$ cat src/verilog/cpu_pkg.sv
// Instruction set constants, opcode enum and pipeline stage structs
package cpu_pkg;

    localparam int XLEN    = 16;  // Widest data path a stage may use
    localparam int PC_W    = 8;
    localparam int INSTR_W = 16;

    typedef logic [2:0] reg_idx_t;  // r0 reads as zero

    // Opcode in instr[15:12]
    typedef enum logic [3:0] {
        OP_NOP  = 4'h0,
        OP_ADD  = 4'h1,
        OP_SUB  = 4'h2,
        OP_AND  = 4'h3,
        OP_OR   = 4'h4,
        OP_XOR  = 4'h5,
        OP_ADDI = 4'h6,
        OP_LI   = 4'h7,
        OP_BEQZ = 4'h8
    } op_e;

    // Decode to execute
    typedef struct packed {
        logic            valid;
        logic [PC_W-1:0] pc;
        op_e             op;
        reg_idx_t        rd;
        reg_idx_t        rs;
        reg_idx_t        rt;
        logic [XLEN-1:0] rs_val;
        logic [XLEN-1:0] rt_val;
        logic [XLEN-1:0] imm;     // Sign-extended imm6
        logic            we;
    } dec_t;

    // Execute to result
    typedef struct packed {
        logic            valid;
        logic [PC_W-1:0] pc;
        reg_idx_t        rd;
        logic            we;
        logic [XLEN-1:0] value;
    } exe_t;

    // Write port back into the register file
    typedef struct packed {
        logic            en;
        reg_idx_t        rd;
        logic [XLEN-1:0] value;
    } wb_t;

endpackage

$ cat src/verilog/trace_pkg.sv
// Trace tag and retirement record types
package trace_pkg;

    localparam int TAG_W = 16;  // Width of every stamped field

    // Follows one instruction down the pipe
    typedef struct packed {
        logic [TAG_W-1:0] seq;
        logic [TAG_W-1:0] fetch_cycle;
        logic [TAG_W-1:0] hold_cycles;  // Hold run just before acceptance
    } trace_tag_t;

    // One record per retired instruction
    typedef struct packed {
        trace_tag_t                  tag;
        logic [TAG_W-1:0]            retire_cycle;
        logic [cpu_pkg::PC_W-1:0]    pc;
        cpu_pkg::reg_idx_t           rd;
        logic                        we;
        logic [cpu_pkg::XLEN-1:0]    value;
    } trace_rec_t;

endpackage

$ cat src/verilog/decode_stage.sv
// Program counter, fetch and decode register, register file with write-first bypass
`timescale 1ns/100ps

module decode_stage #(
    parameter int DATA_W = 16
) (
    input  logic                        clk,
    input  logic                        rst,
    input  logic [cpu_pkg::INSTR_W-1:0] instr,
    input  logic                        hold,
    input  logic                        flush,
    input  logic [cpu_pkg::PC_W-1:0]    redirect_pc,
    input  cpu_pkg::wb_t                wb,
    output logic [cpu_pkg::PC_W-1:0]    pc,
    output cpu_pkg::dec_t               dec
);
    import cpu_pkg::*;

    op_e               op;
    reg_idx_t          rd;
    reg_idx_t          rs;
    reg_idx_t          rt;
    logic [DATA_W-1:0] imm;
    logic              we;
    logic [DATA_W-1:0] regs [8];

    // Register read where a same-cycle write wins
    function automatic logic [DATA_W-1:0] read_port(input reg_idx_t idx);
        logic [DATA_W-1:0] val;
        if (idx == '0)
            val = '0;
        else if (wb.en && wb.rd == idx)
            val = wb.value[DATA_W-1:0];
        else
            val = regs[idx];
        return val;
    endfunction

    //////////////////////////////////////////////////
    // Field decode
    //////////////////////////////////////////////////
    always_comb begin
        op  = op_e'(instr[15:12]);
        rd  = instr[11:9];
        rs  = instr[8:6];
        rt  = instr[5:3];
        imm = {{(DATA_W-6){instr[5]}}, instr[5:0]};
        case (op)
            OP_ADD, OP_SUB, OP_AND, OP_OR, OP_XOR, OP_ADDI, OP_LI: we = 1'b1;
            default: we = 1'b0;  // NOP, BEQZ and unused codes
        endcase
    end

    // Program counter
    always_ff @(posedge clk) begin
        if (rst)
            pc <= '0;
        else if (flush)
            pc <= redirect_pc;  // Taken branch wins over hold
        else if (!hold)
            pc <= pc + PC_W'(1);
    end

    // Decode register
    always_ff @(posedge clk) begin
        if (rst)
            dec.valid <= 1'b0;
        else
            dec.valid <= !hold && !flush;  // Bubble on hold or flush
        dec.pc     <= pc;
        dec.op     <= op;
        dec.rd     <= rd;
        dec.rs     <= rs;
        dec.rt     <= rt;
        dec.rs_val <= XLEN'(read_port(rs));
        dec.rt_val <= XLEN'(read_port(rt));
        dec.imm    <= XLEN'(imm);
        dec.we     <= we;
    end

    // Register file
    always_ff @(posedge clk) begin
        if (rst) begin
            for (int i = 0; i < 8; i++)
                regs[i] <= '0;
        end else if (wb.en) begin
            regs[wb.rd] <= wb.value[DATA_W-1:0];  // Result stage drops r0 writes
        end
    end

    // r0 stays zero however the write port is driven
    reg0_zero: assert property (@(posedge clk) disable iff (rst) regs[0] == '0)
        else $error("register 0 holds a nonzero value");

endmodule

$ cat src/verilog/execute_stage.sv
// Operand forwarding, ALU, branch resolution and redirect/flush generation
`timescale 1ns/100ps

module execute_stage #(
    parameter int DATA_W = 16
) (
    input  logic                     clk,
    input  logic                     rst,
    input  cpu_pkg::dec_t            dec,
    input  cpu_pkg::wb_t             wb,
    output cpu_pkg::exe_t            exe,
    output logic                     flush,
    output logic [cpu_pkg::PC_W-1:0] redirect_pc
);
    import cpu_pkg::*;

    logic [DATA_W-1:0] op_a;
    logic [DATA_W-1:0] op_b;
    logic [DATA_W-1:0] imm;
    logic [DATA_W-1:0] alu_out;
    logic              taken;
    logic [PC_W-1:0]   target;

    // Youngest producer first, then write-back, then register file value
    function automatic logic [DATA_W-1:0] forward(input reg_idx_t idx,
                                                  input logic [DATA_W-1:0] rf_val);
        logic [DATA_W-1:0] val;
        if (idx != '0 && exe.valid && exe.we && exe.rd == idx)
            val = exe.value[DATA_W-1:0];  // One ahead
        else if (idx != '0 && wb.en && wb.rd == idx)
            val = wb.value[DATA_W-1:0];   // Two ahead
        else
            val = rf_val;
        return val;
    endfunction

    //////////////////////////////////////////////////
    // Operands and ALU
    //////////////////////////////////////////////////
    always_comb begin
        op_a = forward(dec.rs, dec.rs_val[DATA_W-1:0]);
        op_b = forward(dec.rt, dec.rt_val[DATA_W-1:0]);
        imm  = dec.imm[DATA_W-1:0];
        case (dec.op)
            OP_ADD:  alu_out = op_a + op_b;
            OP_SUB:  alu_out = op_a - op_b;
            OP_AND:  alu_out = op_a & op_b;
            OP_OR:   alu_out = op_a | op_b;
            OP_XOR:  alu_out = op_a ^ op_b;
            OP_ADDI: alu_out = op_a + imm;
            OP_LI:   alu_out = imm;
            default: alu_out = '0;  // NOP and BEQZ
        endcase
    end

    // Branch resolution, offset counted in instructions
    always_comb begin
        target = dec.pc + PC_W'(1) + dec.imm[PC_W-1:0];
        taken  = dec.valid && !flush && dec.op == OP_BEQZ && op_a == '0;
    end

    always_ff @(posedge clk) begin
        if (rst) begin
            exe.valid <= 1'b0;
            flush     <= 1'b0;
        end else begin
            exe.valid <= dec.valid && !flush;  // Kill the one behind a taken branch
            flush     <= taken;
        end
        exe.pc      <= dec.pc;
        exe.rd      <= dec.rd;
        exe.we      <= dec.we;
        exe.value   <= XLEN'(alu_out);
        redirect_pc <= target;
    end

    // The resolving BEQZ sits in the execute register during its flush
    flush_src: assert property (@(posedge clk) disable iff (rst)
        flush |-> exe.valid && !exe.we)
        else $error("flush without a valid BEQZ in execute");

endmodule

$ cat src/verilog/result_stage.sv
// Write-back register and retirement strobe
`timescale 1ns/100ps

module result_stage #(
    parameter int DATA_W = 16
) (
    input  logic                     clk,
    input  logic                     rst,
    input  cpu_pkg::exe_t            exe,
    output cpu_pkg::wb_t             wb,
    output logic                     retire_valid,
    output logic [cpu_pkg::PC_W-1:0] retire_pc,
    output cpu_pkg::reg_idx_t        retire_rd,
    output logic                     retire_we,
    output logic [cpu_pkg::XLEN-1:0] retire_value
);
    import cpu_pkg::*;

    always_ff @(posedge clk) begin
        if (rst) begin
            wb.en        <= 1'b0;
            retire_valid <= 1'b0;
        end else begin
            wb.en        <= exe.valid && exe.we && exe.rd != '0;  // r0 never written
            retire_valid <= exe.valid;  // Branches and NOPs retire too
        end
        wb.rd     <= exe.rd;
        wb.value  <= XLEN'(exe.value[DATA_W-1:0]);
        retire_pc <= exe.pc;
    end

    // Retirement view of the write port
    assign retire_rd    = wb.rd;
    assign retire_we    = wb.en;
    assign retire_value = wb.value;

endmodule

$ cat src/verilog/pipe_trace.sv
// Pipeline trace with stage tags, cycle, hold and flush counters, retirement record
`timescale 1ns/100ps

module pipe_trace #(
    parameter int CNT_W = 16
) (
    input  logic                     clk,
    input  logic                     rst,
    input  logic                     hold,
    input  logic                     flush,
    input  logic                     fetch_valid,   // Decode register valid
    input  logic                     retire_valid,
    input  logic [cpu_pkg::PC_W-1:0] retire_pc,
    input  cpu_pkg::reg_idx_t        retire_rd,
    input  logic                     retire_we,
    input  logic [cpu_pkg::XLEN-1:0] retire_value,
    output logic                     retire_out_valid,
    output trace_pkg::trace_rec_t    retire,
    output logic [CNT_W-1:0]         flush_count
);
    import trace_pkg::*;

    logic [CNT_W-1:0] cycle_cnt;
    logic [CNT_W-1:0] seq_cnt;     // Next sequence number
    logic [CNT_W-1:0] hold_run;
    logic [TAG_W-1:0] snap_cycle;  // Stamps of the cycle before
    logic [TAG_W-1:0] snap_hold;
    trace_tag_t       d_tag;
    trace_tag_t       e_tag;
    trace_tag_t       r_tag;
    logic             e_valid;
    logic             r_valid;

    //////////////////////////////////////////////////
    // Counters
    //////////////////////////////////////////////////
    always_ff @(posedge clk) begin
        if (rst) begin
            cycle_cnt   <= '0;
            seq_cnt     <= '0;
            hold_run    <= '0;
            flush_count <= '0;
        end else begin
            cycle_cnt <= cycle_cnt + CNT_W'(1);
            if (fetch_valid)
                seq_cnt <= seq_cnt + CNT_W'(1);
            hold_run <= hold ? hold_run + CNT_W'(1) : '0;
            if (flush)
                flush_count <= flush_count + CNT_W'(2);  // Decode and fetch slots lost
        end
        snap_cycle <= TAG_W'(cycle_cnt);
        snap_hold  <= TAG_W'(hold_run);
    end

    // Tag of the instruction now in decode as stamped in its fetch cycle
    always_comb begin
        d_tag.seq         = TAG_W'(seq_cnt);
        d_tag.fetch_cycle = snap_cycle;
        d_tag.hold_cycles = snap_hold;
    end

    //////////////////////////////////////////////////
    // Tag shift through execute and result
    //////////////////////////////////////////////////
    always_ff @(posedge clk) begin
        if (rst) begin
            e_valid <= 1'b0;
            r_valid <= 1'b0;
        end else begin
            e_valid <= fetch_valid && !flush;  // Flush clears decode slot
            r_valid <= e_valid;
        end
        e_tag <= d_tag;
        r_tag <= e_tag;
    end

    // Record joins the result tag with the retiring data
    assign retire_out_valid = retire_valid;

    always_comb begin
        retire.tag          = r_tag;
        retire.retire_cycle = TAG_W'(cycle_cnt);
        retire.pc           = retire_pc;
        retire.rd           = retire_rd;
        retire.we           = retire_we;
        retire.value        = retire_value;
    end

    retire_tagged: assert property (@(posedge clk) disable iff (rst)
        retire_valid |-> r_valid)
        else $error("retirement without a result-slot tag");

    // Retiring instruction sat in decode two cycles earlier
    retire_latency: assert property (@(posedge clk) disable iff (rst)
        retire_out_valid |-> $past(fetch_valid, 2))
        else $error("retire cycle minus fetch cycle is not 3");

endmodule

$ cat src/verilog/cpu_top.sv
// Core top level with decode, execute and result stages and the trace unit
`timescale 1ns/100ps

module cpu_top #(
    parameter int DATA_W = 16,
    parameter int CNT_W  = 16
) (
    input  logic                        clk,
    input  logic                        rst,
    output logic [cpu_pkg::PC_W-1:0]    pc,
    input  logic [cpu_pkg::INSTR_W-1:0] instr,  // Combinational read of pc
    input  logic                        hold,
    output logic                        flush,
    output logic                        retire_valid,
    output trace_pkg::trace_rec_t       retire,
    output logic [CNT_W-1:0]            flush_count
);
    import cpu_pkg::*;

    dec_t            dec;
    exe_t            exe;
    wb_t             wb;
    logic [PC_W-1:0] redirect_pc;

    // Raw retirement from the result stage
    logic            res_valid;
    logic [PC_W-1:0] res_pc;
    reg_idx_t        res_rd;
    logic            res_we;
    logic [XLEN-1:0] res_value;

    decode_stage #(.DATA_W(DATA_W)) u_decode (
        .clk         (clk),
        .rst         (rst),
        .instr       (instr),
        .hold        (hold),
        .flush       (flush),
        .redirect_pc (redirect_pc),
        .wb          (wb),
        .pc          (pc),
        .dec         (dec)
    );

    execute_stage #(.DATA_W(DATA_W)) u_execute (
        .clk         (clk),
        .rst         (rst),
        .dec         (dec),
        .wb          (wb),
        .exe         (exe),
        .flush       (flush),
        .redirect_pc (redirect_pc)
    );

    result_stage #(.DATA_W(DATA_W)) u_result (
        .clk          (clk),
        .rst          (rst),
        .exe          (exe),
        .wb           (wb),
        .retire_valid (res_valid),
        .retire_pc    (res_pc),
        .retire_rd    (res_rd),
        .retire_we    (res_we),
        .retire_value (res_value)
    );

    pipe_trace #(.CNT_W(CNT_W)) u_trace (
        .clk              (clk),
        .rst              (rst),
        .hold             (hold),
        .flush            (flush),
        .fetch_valid      (dec.valid),
        .retire_valid     (res_valid),
        .retire_pc        (res_pc),
        .retire_rd        (res_rd),
        .retire_we        (res_we),
        .retire_value     (res_value),
        .retire_out_valid (retire_valid),
        .retire           (retire),
        .flush_count      (flush_count)
    );

endmodule

$ cat config.mk
export PLATFORM = sky130hd
export DESIGN_NAME = cpu_top
export DESIGN_NICKNAME = d
export VERILOG_FILES = /design/src/verilog/cpu_pkg.sv /design/src/verilog/trace_pkg.sv /design/src/verilog/decode_stage.sv /design/src/verilog/execute_stage.sv /design/src/verilog/result_stage.sv /design/src/verilog/pipe_trace.sv /design/src/verilog/cpu_top.sv
export SDC_FILE = /design/constraint.sdc
export NUM_CORES = 1
export LEC_CHECK = 0
export ABC_AREA = 1
export BUFFER_PORTS_ARGS = -buffer_cell sky130_fd_sc_hd__clkbuf_2
export CAP_MARGIN = 5
export CORE_UTILIZATION = 35
export CTS_BUF_LIST = sky130_fd_sc_hd__clkbuf_16
export DETAILED_ROUTE_END_ITERATION = 10
export REMOVE_ABC_BUFFERS = 1
export SETUP_SLACK_MARGIN = 0.3
export SYNTH_ARGS = -nofsm -noshare
export SYNTH_HDL_FRONTEND = slang
export SYNTH_HIERARCHICAL = 1
export SYNTH_SLANG_ARGS = --single-unit
$ cat constraint.sdc
create_clock -name clk -period 5.3 [get_ports clk]
set_input_delay 1.06 -clock clk [delete_from_list [all_inputs] [get_ports clk]]
set_output_delay 1.06 -clock clk [all_outputs]
set_load 0.02 [all_outputs]
==> impl_summary.txt, run 1 <==
----------------------------------------------------
[Global route]
  Met3 track utilization from global routing ... 3.68%
  Via count of the first global-routing pass ... 16,700
  Total global routing overflow ... 0
  Met2 GRT Util ... 32.4%
  GRT busiest layer ... met2
  Global-route usage over all layers ... 19.4%
  Maximum number of pins on one net before global-route repair ... 68
  Wire length of the first global-routing pass ... 91,300 um
  Met1 Resource Use GR ... 24.7%
  Initial antenna violation count ... 3

[Clock network]
  Root buffer cell ... clkbuf_16
  Clk slew on worst S/H paths ... 60 ps
  Number of sinks handled by clock tree synthesis ... 452
  Buffer count from post-CTS setup fixing ... 0
  Number of resized instances in the post-cts repair step ... 0
  Clock latency on the worst-skew pair ... 590 ps
  Clock tree from TritonCTS ... yes
  Max H-tree Level ... 2
  Number of buffers between clock root and the deepest sink ... 3
  Total clock buffers created by CTS ... 48
  CTS Hold Bufs ... 0

[STA]
  Maximum clock frequency ... 235 MHz
  Final number of hold-violating endpoints ... 0
  Tightest Pin Transition ... 1000 ps
  Setup Skew ... 22.3 ps
  Share of the clock period used by the worst path ... 80.4%
  Relative slew slack ... 32.9%
  Total negative setup slack ... 0 ps
  Number of max-slew violations in the final report ... 0
  Min Clock Period, post-route ... 4260 ps
  Count of endpoints failing setup in the final report ... 0
  RSZ-0062 raised after global routing ... no

[Critical path]
  Slowest stage delay, CP ... 500 ps
  Critical path capture point type ... register
  Worst setup path class ... register to register
  Endpoint required time on the critical path ... 5760 ps
  Worst EP arrival ... 4720 ps
  Cell type with the highest occurrence count on the critical path ... nand2_1
  Slowest CP cell ... dfxtp_1
  Largest fanout of any net on the critical path ... 17
  Startpoint types ... register

[Floorplan]
  Die height ... 243 um
  Starting Density ... 35.4%
  Row Count ... 88
  Top Ports ... 137
  Area of the die ... 59,100 sq um
  Core Box Area ... 57,600 sq um
  Die outline width ... 243 um

[Detailed routing]
  Total DRC errors in the routed layout ... 0
  Post-detailed-route count of antenna-violating nets ... 0
  Vias per inst ... 5.02
  Average wire per cell in the routed design ... 17.1 um
  Initial drt markers ... 1,545
  Total number of vias ... 17,000
  First-pass iteration count of the detailed router ... 5
  DRT Wirelength ... 58,000 um

[Yosys]
  Synth Cell Area ... 20,400 sq um
  Warning count from the yosys run ... 6
  Cell variety after synth ... 54
  Total of flip-flops plus latches after synthesis ... 452
  Fraction of the yosys area taken by sequential cells ... 50.7%
  Flip-flop cell with the highest count after synthesis ... dfxtp_1
  Post-synthesis async set-or-reset flop share ... 0%
  Synthesized instance count ... 2,534
  Average size of a mapped cell ... 8.04 sq um
  Number of enable-type register cells in the synthesized netlist ... 128

[Layout]
  Commonest cells after routing, fill and taps aside ... nand2_1, nor2_1, dfxtp_1
  Filler cell count in the final layout ... 5,707
  Ratio of cells with drive above 1 in the final layout ... 11.8%
  Commonest non-fill, non-tap cell in the layout ... nand2_1
  Number of nets in the final layout ... 2,674
  Growth of design area from synthesis to finish ... 12.4%
  Number of inserted diodes ... 0

[Power and ir drop]
  Reg power frac ... 46.4%
  Internal ... 5.97 mW
  Combinational fraction of design power ... 11.0%
  Switch share ... 26.8%
  Power share of the clock group ... 42.6%
  Peak ir drop on the vdd network ... 0.000248 V
  Static leakage ... 10.0 nW
  Switching power ... 2.18 mW
  Power, Total ... 8.16 mW
  Power Dens Cells ... 356 nW/um^2

[Status]
  Outcome ... complete, no violations

[Placed design]
  Post-DP HPWL ... 39,800 um
  Weighted congestion reported at the end of routability-driven placement ... 0.913
  IO Port Bufs ... 135

[Flow run]
  Max cap viols ... 0

[Hold path]
  Path class of the lowest-slack min-delay path ... register to register

----------------------------------------------------
-- cell families after synthesis --
family | count (synthesis) | synth area share [%]
buffers and inverters | 383 | 8.89
AND/OR/NAND/NOR | 1368 | 28.6
other | 1 | 0.0184
AO/OA/AOI/OAI | 250 | 7.11
XOR/XNOR | 18 | 0.774
flip-flops | 452 | 50.7
adder cells (fa/ha/maj) | 62 | 3.88
-- through the flow --
| stage | hold slack [ps] | instances | util, % | setup WS (ps) | cell area (sq um) |
|---|---|---|---|---|---|
| final | 322 | 3397 | 39.8 | 1040 | 22900 |
| after global routing | 323 | 3397 | 39.8 | 555 | 22900 |
| after CTS | 323 | 3397 | 39.8 | 1070 | 22900 |
| after detailed placement | 312 | 3308 | 36.9 | 1100 | 21300 |
| after global placement | 310 | 3308 | 36.9 | 1130 | 21300 |
| after floorplan | 310 | 2383 | - | 1360 | 19400 |
-- per-layer routing --
layer	vias to the layer above	share of wire, %	routed length [um]
li1	8252	-	-
met1	8045	42	24400
met2	631	47	27500
met3	112	7.2	4200
met4	6	3.1	1770
met5	-	0.076	44
-- power by group through the flow --
stage | Sequential (mW) | Combinational (mW) | Clock [mW]
6_report | 3.79 | 0.894 | 3.47
5_1_grt | 3.80 | 0.994 | 3.69
4_1_cts | 3.79 | 0.887 | 3.56
3_5_place_dp | 3.86 | 0.882 | 0
3_3_place_gp | 3.86 | 0.870 | 0
2_1_floorplan | 3.85 | 0.541 | 0
-- layout make-up --
cell class	instances	area (sq um)	share of cell area, %
Sequential cell	452	10300	45.1
Clock inverter	37	342	1.49
Tap cell	765	957	4.18
Timing Repair Buffer	160	863	3.77
Multi-Input combinational cell	1699	8230	35.9
Inverter	232	873	3.81
Clock buffer	52	1300	5.68
-- Yosys cell counts (13+ instances only) --
| cell | instances | share of area (%) |
|---|---|---|
| a21oi_1 | 100 | 2.5 |
| a221oi_1 | 13 | 0.56 |
| buf_2 | 45 | 1.1 |
| buf_4 | 69 | 2.5 |
| clkbuf_1 | 26 | 0.48 |
| clkinv_1 | 16 | 0.29 |
| dfxtp_1 | 324 | 32 |
| edfxtp_1 | 128 | 19 |
| ha_1 | 60 | 3.7 |
| inv_1 | 203 | 3.7 |
| nand2_1 | 662 | 12 |
| nand2_2 | 13 | 0.40 |
| nand3_1 | 251 | 6.2 |
| nand4_1 | 14 | 0.43 |
| nor2_1 | 356 | 6.6 |
| nor3_1 | 15 | 0.37 |
| o211ai_1 | 23 | 0.85 |
| o21ai_0 | 76 | 1.9 |
| xor2_1 | 15 | 0.65 |
-- registers in the layout, summed over array words and instances, names as in the netlist, 16 cells and up --
register	count
u_decode/dec	58
u_decode/regs	128
u_execute/exe	29
u_result/retire_value	16
u_trace/cycle_cnt	16
u_trace/e_tag	48
u_trace/hold_run	16
u_trace/retire	48
u_trace/seq_cnt	16
u_trace/snap_cycle	16
u_trace/snap_hold	16
-- critical path, delay by kind of cell, from the launching register on --
kind / cells / cell delay, ps
fa+ha+maj: 2 / 600
buf+inv: 4 / 330
simple gates: 15 / 1900
flops: 1 / 500
compound gates: 6 / 810
-- worst paths after layout --
kind	startpoint	to	slack, ps	cells after the start
max reg2reg	u_decode/dec[4]	u_execute/exe[14]	1040	27
max	u_decode/dec[4]	u_execute/exe[14]	1040	27
min	u_trace/e_tag[13]	u_trace/retire[57]	320	0
min reg2reg	u_trace/e_tag[13]	u_trace/retire[57]	320	0
No activity file was read; power rests on OpenSTA's default activity.
==> run 2, diff against run 1 <==
--- a/config.mk
+++ b/config.mk
@@ -5,7 +5,7 @@
 export SDC_FILE = /design/constraint.sdc
 export NUM_CORES = 1
 export LEC_CHECK = 0
-export ABC_AREA = 1
+export ABC_AREA = 0
 export BUFFER_PORTS_ARGS = -buffer_cell sky130_fd_sc_hd__clkbuf_2
 export CAP_MARGIN = 5
 export CORE_UTILIZATION = 35
==> constraint.sdc (replaced) <==
create_clock -name clk -period 4.3 [get_ports clk]
set_input_delay 0.86 -clock clk [delete_from_list [all_inputs] [get_ports clk]]
set_output_delay 0.86 -clock clk [all_outputs]
set_load 0.02 [all_outputs]
==> impl_summary.txt, run 2 <==
----------------------------------------------------
[Layout]
  Layout Utilization ... 41.7%
  Growth of design area from synthesis to finish ... 17.6%
  Max reg flops ... 128
  Commonest non-fill, non-tap cell in the layout ... dfxtp_1
  Ratio of cells with drive above 1 in the final layout ... 23.8%
  Number of nets in the final layout ... 2,003
  Commonest cells after routing, fill and taps aside ... dfxtp_1, clkbuf_2, buf_4
  Registers with the most flip-flops ... u_decode/regs: 128 flops, u_decode/dec: 58 flops
  Number of inserted diodes ... 0
  Register with the most flip-flops ... u_decode/regs

[Flow run]
  Max cap viols ... 0

[Detailed routing]
  Total number of vias ... 13,800
  Total DRC errors in the routed layout ... 0
  First-pass iteration count of the detailed router ... 5
  Post-detailed-route count of antenna-violating nets ... 0
  Initial drt markers ... 848
  DRT Wirelength ... 50,800 um
  Average wire per cell in the routed design ... 18.8 um
  Vias per inst ... 5.09

[Yosys]
  Synth top cells by count ... dfxtp_1, nor2_1, and2_1
  Most frequent cell after synthesis ... dfxtp_1
  Largest family of logic cells by synthesized area ... simple AND/OR/NAND/NOR gates
  Cell type with the highest aggregate area in the netlist ... dfxtp_1
  Fraction of the yosys area taken by sequential cells ... 52.6%
  Multiplexer area fraction after synthesis ... 8.67%
  Warning count from the yosys run ... 6
  Number of enable-type register cells in the synthesized netlist ... 128
  Total of flip-flops plus latches after synthesis ... 452
  Average size of a mapped cell ... 11.3 sq um
  Post-synthesis compound-gate area fraction ... 9.25%
  Synth Cell Area ... 19,600 sq um
  Flip-flop cell with the highest count after synthesis ... dfxtp_1
  Synthesized instance count ... 1,743
  Post-synthesis simple-gate area fraction ... 15.1%
  Cell variety after synth ... 93
  Post-synthesis async set-or-reset flop share ... 0%
  Cell types with the largest area share after synthesis ... dfxtp_1, edfxtp_1, mux2i_1
  Share of the synthesized netlist area taken by xor and xnor gates ... 4.33%
  Post-synthesis adder-cell area fraction ... 4.03%
  Proportion of netlist area held by the largest area contributor ... 33.0%

[Global route]
  Wire length of the first global-routing pass ... 78,500 um
  Via count of the first global-routing pass ... 13,900
  Global-route usage over all layers ... 17.6%
  Total global routing overflow ... 0
  Initial antenna violation count ... 1
  Maximum number of pins on one net before global-route repair ... 53

[Floorplan]
  Row Count ... 86
  Die outline width ... 239 um
  Core Box Area ... 55,300 sq um
  Area of the die ... 57,000 sq um
  Top Ports ... 137
  Starting Density ... 35.5%
  Die height ... 239 um

[Power and ir drop]
  Static leakage ... 9.26 nW
  Power Dens Cells ... 415 nW/um^2
  Peak ir drop on the vdd network ... 0.000305 V

[Critical path]
  Worst setup path class ... register to register
  Worst EP arrival ... 5090 ps
  Endpoint required time on the critical path ... 4750 ps
  Largest fanout of any net on the critical path ... 4
  Critical path capture point type ... register
  Startpoint types ... register

[Placed design]
  Weighted congestion reported at the end of routability-driven placement ... 0.902
  Post-DP HPWL ... 34,800 um
  IO Port Bufs ... 135

[Clock network]
  Number of sinks handled by clock tree synthesis ... 452
  Total clock buffers created by CTS ... 45
  Number of buffers between clock root and the deepest sink ... 3
  Max H-tree Level ... 2
  Root buffer cell ... clkbuf_16
  Clock tree from TritonCTS ... yes
  Clock latency on the worst-skew pair ... 570 ps
  Clk slew on worst S/H paths ... 60 ps
  CTS Hold Bufs ... 0

[Hold path]
  Path class of the lowest-slack min-delay path ... register to register

[STA]
  Relative slew slack ... 35.5%
  Final number of hold-violating endpoints ... 0
  RSZ-0062 raised after global routing ... yes
  Tightest Pin Transition ... 968 ps
  Final-layout worst hold slack ... 322 ps
  Number of max-slew violations in the final report ... 0
  Min Clock Period, post-route ... 4640 ps
  Setup ws final ... -337 ps
  Share of the clock period used by the worst path ... 108%
  Total negative setup slack ... -804 ps
  Setup Skew ... 13.2 ps
  Count of endpoints failing setup in the final report ... 5
  Maximum clock frequency ... 216 MHz

[Status]
  Outcome ... complete, but fails checks
  Failing checks ... setup timing

----------------------------------------------------
## run 2: cell types whose count changed after synthesis, moves of 24 or more
| cell | delta |
|---|---|
| mux2i_1 | +86 |
| and2_1 | +129 |
| o21ai_0 | -30 |
| a21oi_1 | -47 |
| xnor2_1 | +66 |
| nand3_1 | -205 |
| buf_2 | -24 |
| o22ai_1 | +25 |
| nand2_1 | -607 |
| nor2_1 | -222 |
| a211oi_1 | +32 |
| inv_1 | -154 |
| nor3_1 | +42 |
## run 2: cells by family (layout without fill, tap and decap cells)
logic type | after synthesis | after routing
AO/OA/AOI/OAI | 268 | 268
XOR/XNOR | 97 | 97
adder cells (fa/ha/maj) | 62 | 62
buffers and inverters | 200 | 415
flip-flops | 452 | 452
multiplexers | 121 | 121
other | 1 | 1
AND/OR/NAND/NOR | 542 | 542
## run 2: worst max-delay path, cell delays in order, from the launching register on
cell	delay [ps]
dfxtp_2	330
or3b_1	360
a2111o_1	450
and2_4	200
a31oi_4	160
inv_2	80
ha_4	260
o32ai_2	60
a21oi_2	160
ha_1	260
a21o_1	170
a21o_1	220
a2111oi_4	360
buf_4	180
o31ai_4	60
o41a_1	350
a221oi_2	240
buf_4	160
mux2i_1	70
a31oi_1	140
o311a_1	180
nand2_1	50
## run 2: worst paths after layout
check	to	from	slack (ps)	cells after the start
worst min-delay path	u_trace/e_tag[28]	u_trace/snap_cycle[12]	320	0
worst min register to register	u_trace/e_tag[28]	u_trace/snap_cycle[12]	320	0
worst max-delay path	u_execute/exe[15]	u_decode/dec[6]	-340	21
worst max register to register	u_execute/exe[15]	u_decode/dec[6]	-340	21
## run 2: report_power, final
part / total, mW / internal (mW) / switching, mW / leakage (nW)
clock network: 3.73 / 2.06 / 1.67 / 0.740
logic: 1.20 / 0.513 / 0.688 / 4.55
registers: 4.65 / 4.54 / 0.113 / 3.97
total: 9.58 / 7.11 / 2.47 / 9.26
## run 2: final cells by class
class,count,area (sq um)
Fill cell,5306,32200
Sequential cell,452,10300
Multi-Input combinational cell,1091,8410
Timing Repair Buffer,278,1800
Clock buffer,47,1180
Tap cell,748,936
Clock inverter,36,229
Inverter,54,203
## run 2: routing by layer
layer / GRT usage [%] / wire length, um / up-vias
li1: - / - / 6543
met2: 30.0 / 25100 / 346
met3: 2.93 / 2440 / 105
met1: 22.3 / 21600 / 6765
met5: 0 / 9 / -
met4: 6.62 / 1620 / 2
## run 2: metrics by stage
| stage | total power, mW | cells | worst slack, ps | instance area, sq um |
|---|---|---|---|---|
| floorplan | 5.31 | 1597 | -1580 | 18700 |
| global placement | 5.82 | 2615 | -511 | 21300 |
| detailed placement | 5.85 | 2615 | -534 | 21300 |
| CTS | 9.63 | 2701 | -346 | 22900 |
| global route | 9.95 | 2706 | -504 | 23100 |
| finish | 9.58 | 2706 | -337 | 23100 |
## run 2: what timing repair did
item                                    CTS  global route
endpoints found under the setup margin   10            10
buffers inserted                          3             5
pin swaps                                28            34
gates resized for setup                  49            26
endpoints found under the hold margin     0             0
==> run 3, diff against run 2 <==
--- a/config.mk
+++ b/config.mk
@@ -11,7 +11,6 @@
 export CORE_UTILIZATION = 35
 export CTS_BUF_LIST = sky130_fd_sc_hd__clkbuf_16
 export DETAILED_ROUTE_END_ITERATION = 10
-export REMOVE_ABC_BUFFERS = 1
 export SETUP_SLACK_MARGIN = 0.3
 export SYNTH_ARGS = -nofsm -noshare
 export SYNTH_HDL_FRONTEND = slang
==> impl_summary.txt, run 3 (synthesis results as in run 2) <==
----------------------------------------------------
[Layout]
  Commonest cells after routing, fill and taps aside ... dfxtp_1, buf_4, clkbuf_2
  Growth of design area from synthesis to finish ... 18.6%
  Commonest non-fill, non-tap cell in the layout ... dfxtp_1
  Ratio of cells with drive above 1 in the final layout ... 23.8%
  Filler-free cell count of the finished design ... 2,724
  Total area of multi-input combinational cells ... 8360 sq um
  Number of nets in the final layout ... 2,019
  Max reg flops ... 128
  Register with the most flip-flops ... u_decode/regs
  Registers with the most flip-flops ... u_decode/regs: 128 flops, u_decode/dec: 58 flops
  Filler cell count in the final layout ... 5,265
  Area occupied by registers ... 10,300 sq um

[Power and ir drop]
  Peak ir drop on the vdd network ... 0.000375 V
  Power Dens Cells ... 422 nW/um^2
  Static leakage ... 9.38 nW
  Power, Total ... 9.82 mW

[Global route]
  Met1 Resource Use GR ... 24.3%
  Wire length of the first global-routing pass ... 80,800 um
  Initial antenna violation count ... 8
  Total global routing overflow ... 0
  Via count of the first global-routing pass ... 13,800
  Met3 track utilization from global routing ... 4.86%
  Maximum number of pins on one net before global-route repair ... 58
  GRT busiest layer ... met2
  Met2 GRT Util ... 29.4%
  Global-route usage over all layers ... 18.6%

[Floorplan]
  Core Box Area ... 55,300 sq um
  Row Count ... 86
  Area of the die ... 57,000 sq um
  Die height ... 239 um
  Top Ports ... 137
  Starting Density ... 35.5%
  Die outline width ... 239 um

[Clock network]
  Clock tree from TritonCTS ... yes
  Number of buffers between clock root and the deepest sink ... 3
  CTS Hold Bufs ... 0
  Max H-tree Level ... 2
  Clock latency on the worst-skew pair ... 600 ps
  Total clock buffers created by CTS ... 48
  Root buffer cell ... clkbuf_16
  Number of sinks handled by clock tree synthesis ... 452
  Clk slew on worst S/H paths ... 60 ps

[STA]
  Share of the clock period used by the worst path ... 107%
  Tightest Pin Transition ... 1020 ps
  Maximum clock frequency ... 218 MHz
  Relative slew slack ... 31.9%
  Final-layout worst hold slack ... 321 ps
  RSZ-0062 raised after global routing ... yes
  Setup Skew ... 21.7 ps
  Total negative setup slack ... -1520 ps
  Setup ws final ... -290 ps
  Min Clock Period, post-route ... 4590 ps
  Number of max-slew violations in the final report ... 0
  Count of endpoints failing setup in the final report ... 8
  Final number of hold-violating endpoints ... 0

[Detailed routing]
  Initial drt markers ... 945
  Vias per inst ... 5.12
  First-pass iteration count of the detailed router ... 5
  Total DRC errors in the routed layout ... 0
  Post-detailed-route count of antenna-violating nets ... 0
  Average wire per cell in the routed design ... 19.6 um
  DRT Wirelength ... 53,300 um
  Total number of vias ... 13,900

[Placed design]
  Placed Cells ... 2,612
  Weighted congestion reported at the end of routability-driven placement ... 0.864
  Setup Slack @ Placement ... -521 ps
  Post-DP HPWL ... 36,100 um
  IO Port Bufs ... 135

[Critical path]
  Reg2reg start ... u_decode/dec[4]
  Worst EP arrival ... 5060 ps
  Endpoint required time on the critical path ... 4770 ps
  Critical path capture point type ... register
  Endpoint of the worst-slack reg-to-reg timing path ... u_execute/exe[12]
  Worst setup path class ... register to register
  R2r setup slk ... -290 ps
  Length in cells of the worst reg-to-reg path ... 23
  Largest fanout of any net on the critical path ... 4
  Startpoint types ... register

[Yosys]
  Nets in the synthesized netlist ... 1,824

[Hold path]
  Sink of the worst hold path ... u_trace/retire[80]
  Path class of the lowest-slack min-delay path ... register to register
  Hold path startpoint ... u_trace/e_tag[36]
  Hold path depth ... 0

[Status]
  Failing checks ... setup timing
  Outcome ... complete, but fails checks

[Flow run]
  Max cap viols ... 0

----------------------------------------------------
run 3: cell count changes in the layout (fill, tap and decap cells not counted), moves of 2 or more:
cell / before / now
buf_12: 1 / 3
buf_4: 134 / 140
buf_6: 7 / 13
bufinv_16: 1 / 3
clkinv_1: 4 / 7
clkinv_16: 0 / 2
dfxtp_2: 3 / 1
inv_1: 56 / 62
inv_2: 14 / 10
nor3_4: 3 / 1
xnor2_2: 1 / 3
run 3: stage by stage:
stage	cell area (sq um)	util, %
floorplan	19700	-
global placement	21400	38.7
detailed placement	21400	38.7
CTS	23300	42.0
global route	23300	42.1
finish	23300	42.1
run 3: final cells by class:
cell class                 count  share of cell area [%]
antenna                        1                  0.0107
sequential                   452                    44.4
inverter                      54                   0.871
tap                          748                    4.02
clock inverter                39                    1.33
clock buffer                  48                    5.16
timing repair buffer         291                    8.30
multi-input combinational   1091                    35.9
run 3: critical path: stages, from the launching register on:
cell and delay [ps]:
dfxtp_2 350, or3b_1 360, a2111o_1 450, and2_4 200, a31oi_4 200, inv_2 80
ha_4 240, o32ai_2 100, a21oi_2 70, buf_4 140, buf_6 100, buf_6 100
buf_6 100, fa_2 340, a21o_1 180, a21oi_2 140, o21bai_1 100, a21oi_2 170
o21ai_2 90, a211oi_2 250, o21bai_1 130, a21oi_1 190, xnor2_1 90, a211o_1 290
run 3: worst max path at each step:
stage	start	endpoint	slack, ps
finish	u_decode/dec[4]	u_execute/exe[12]	-290
global route	u_decode/dec[4]	u_execute/exe[15]	-540
CTS	u_decode/dec[4]	u_execute/exe[15]	-330
detailed placement	u_decode/dec[6]	u_execute/exe[15]	-520
global placement	u_decode/dec[6]	u_execute/exe[15]	-450
floorplan	u_decode/dec[6]	u_execute/exe[15]	-580
run 3: power breakdown:
group          leakage [nW]  internal, mW  total (mW)  switching [mW]
sequential             3.97          4.54        4.66           0.122
clock                 0.797          2.22        3.93            1.71
combinational          4.62         0.531        1.23           0.694
run 3: timing repair:
item,4_1_cts,5_1_grt
setup buffers,22,2
setup endpoints to repair,12,11
pin swaps,18,3
cloned,0,0
endpoints found under the hold margin,0,0
gates resized for setup,40,4
run 3: layer usage:
layer | part of all wire, % | wire length, um
met5 | 0.16 | 85
met1 | 43 | 23200
met2 | 46 | 24500
met4 | 3.1 | 1660
met3 | 7.4 | 3960
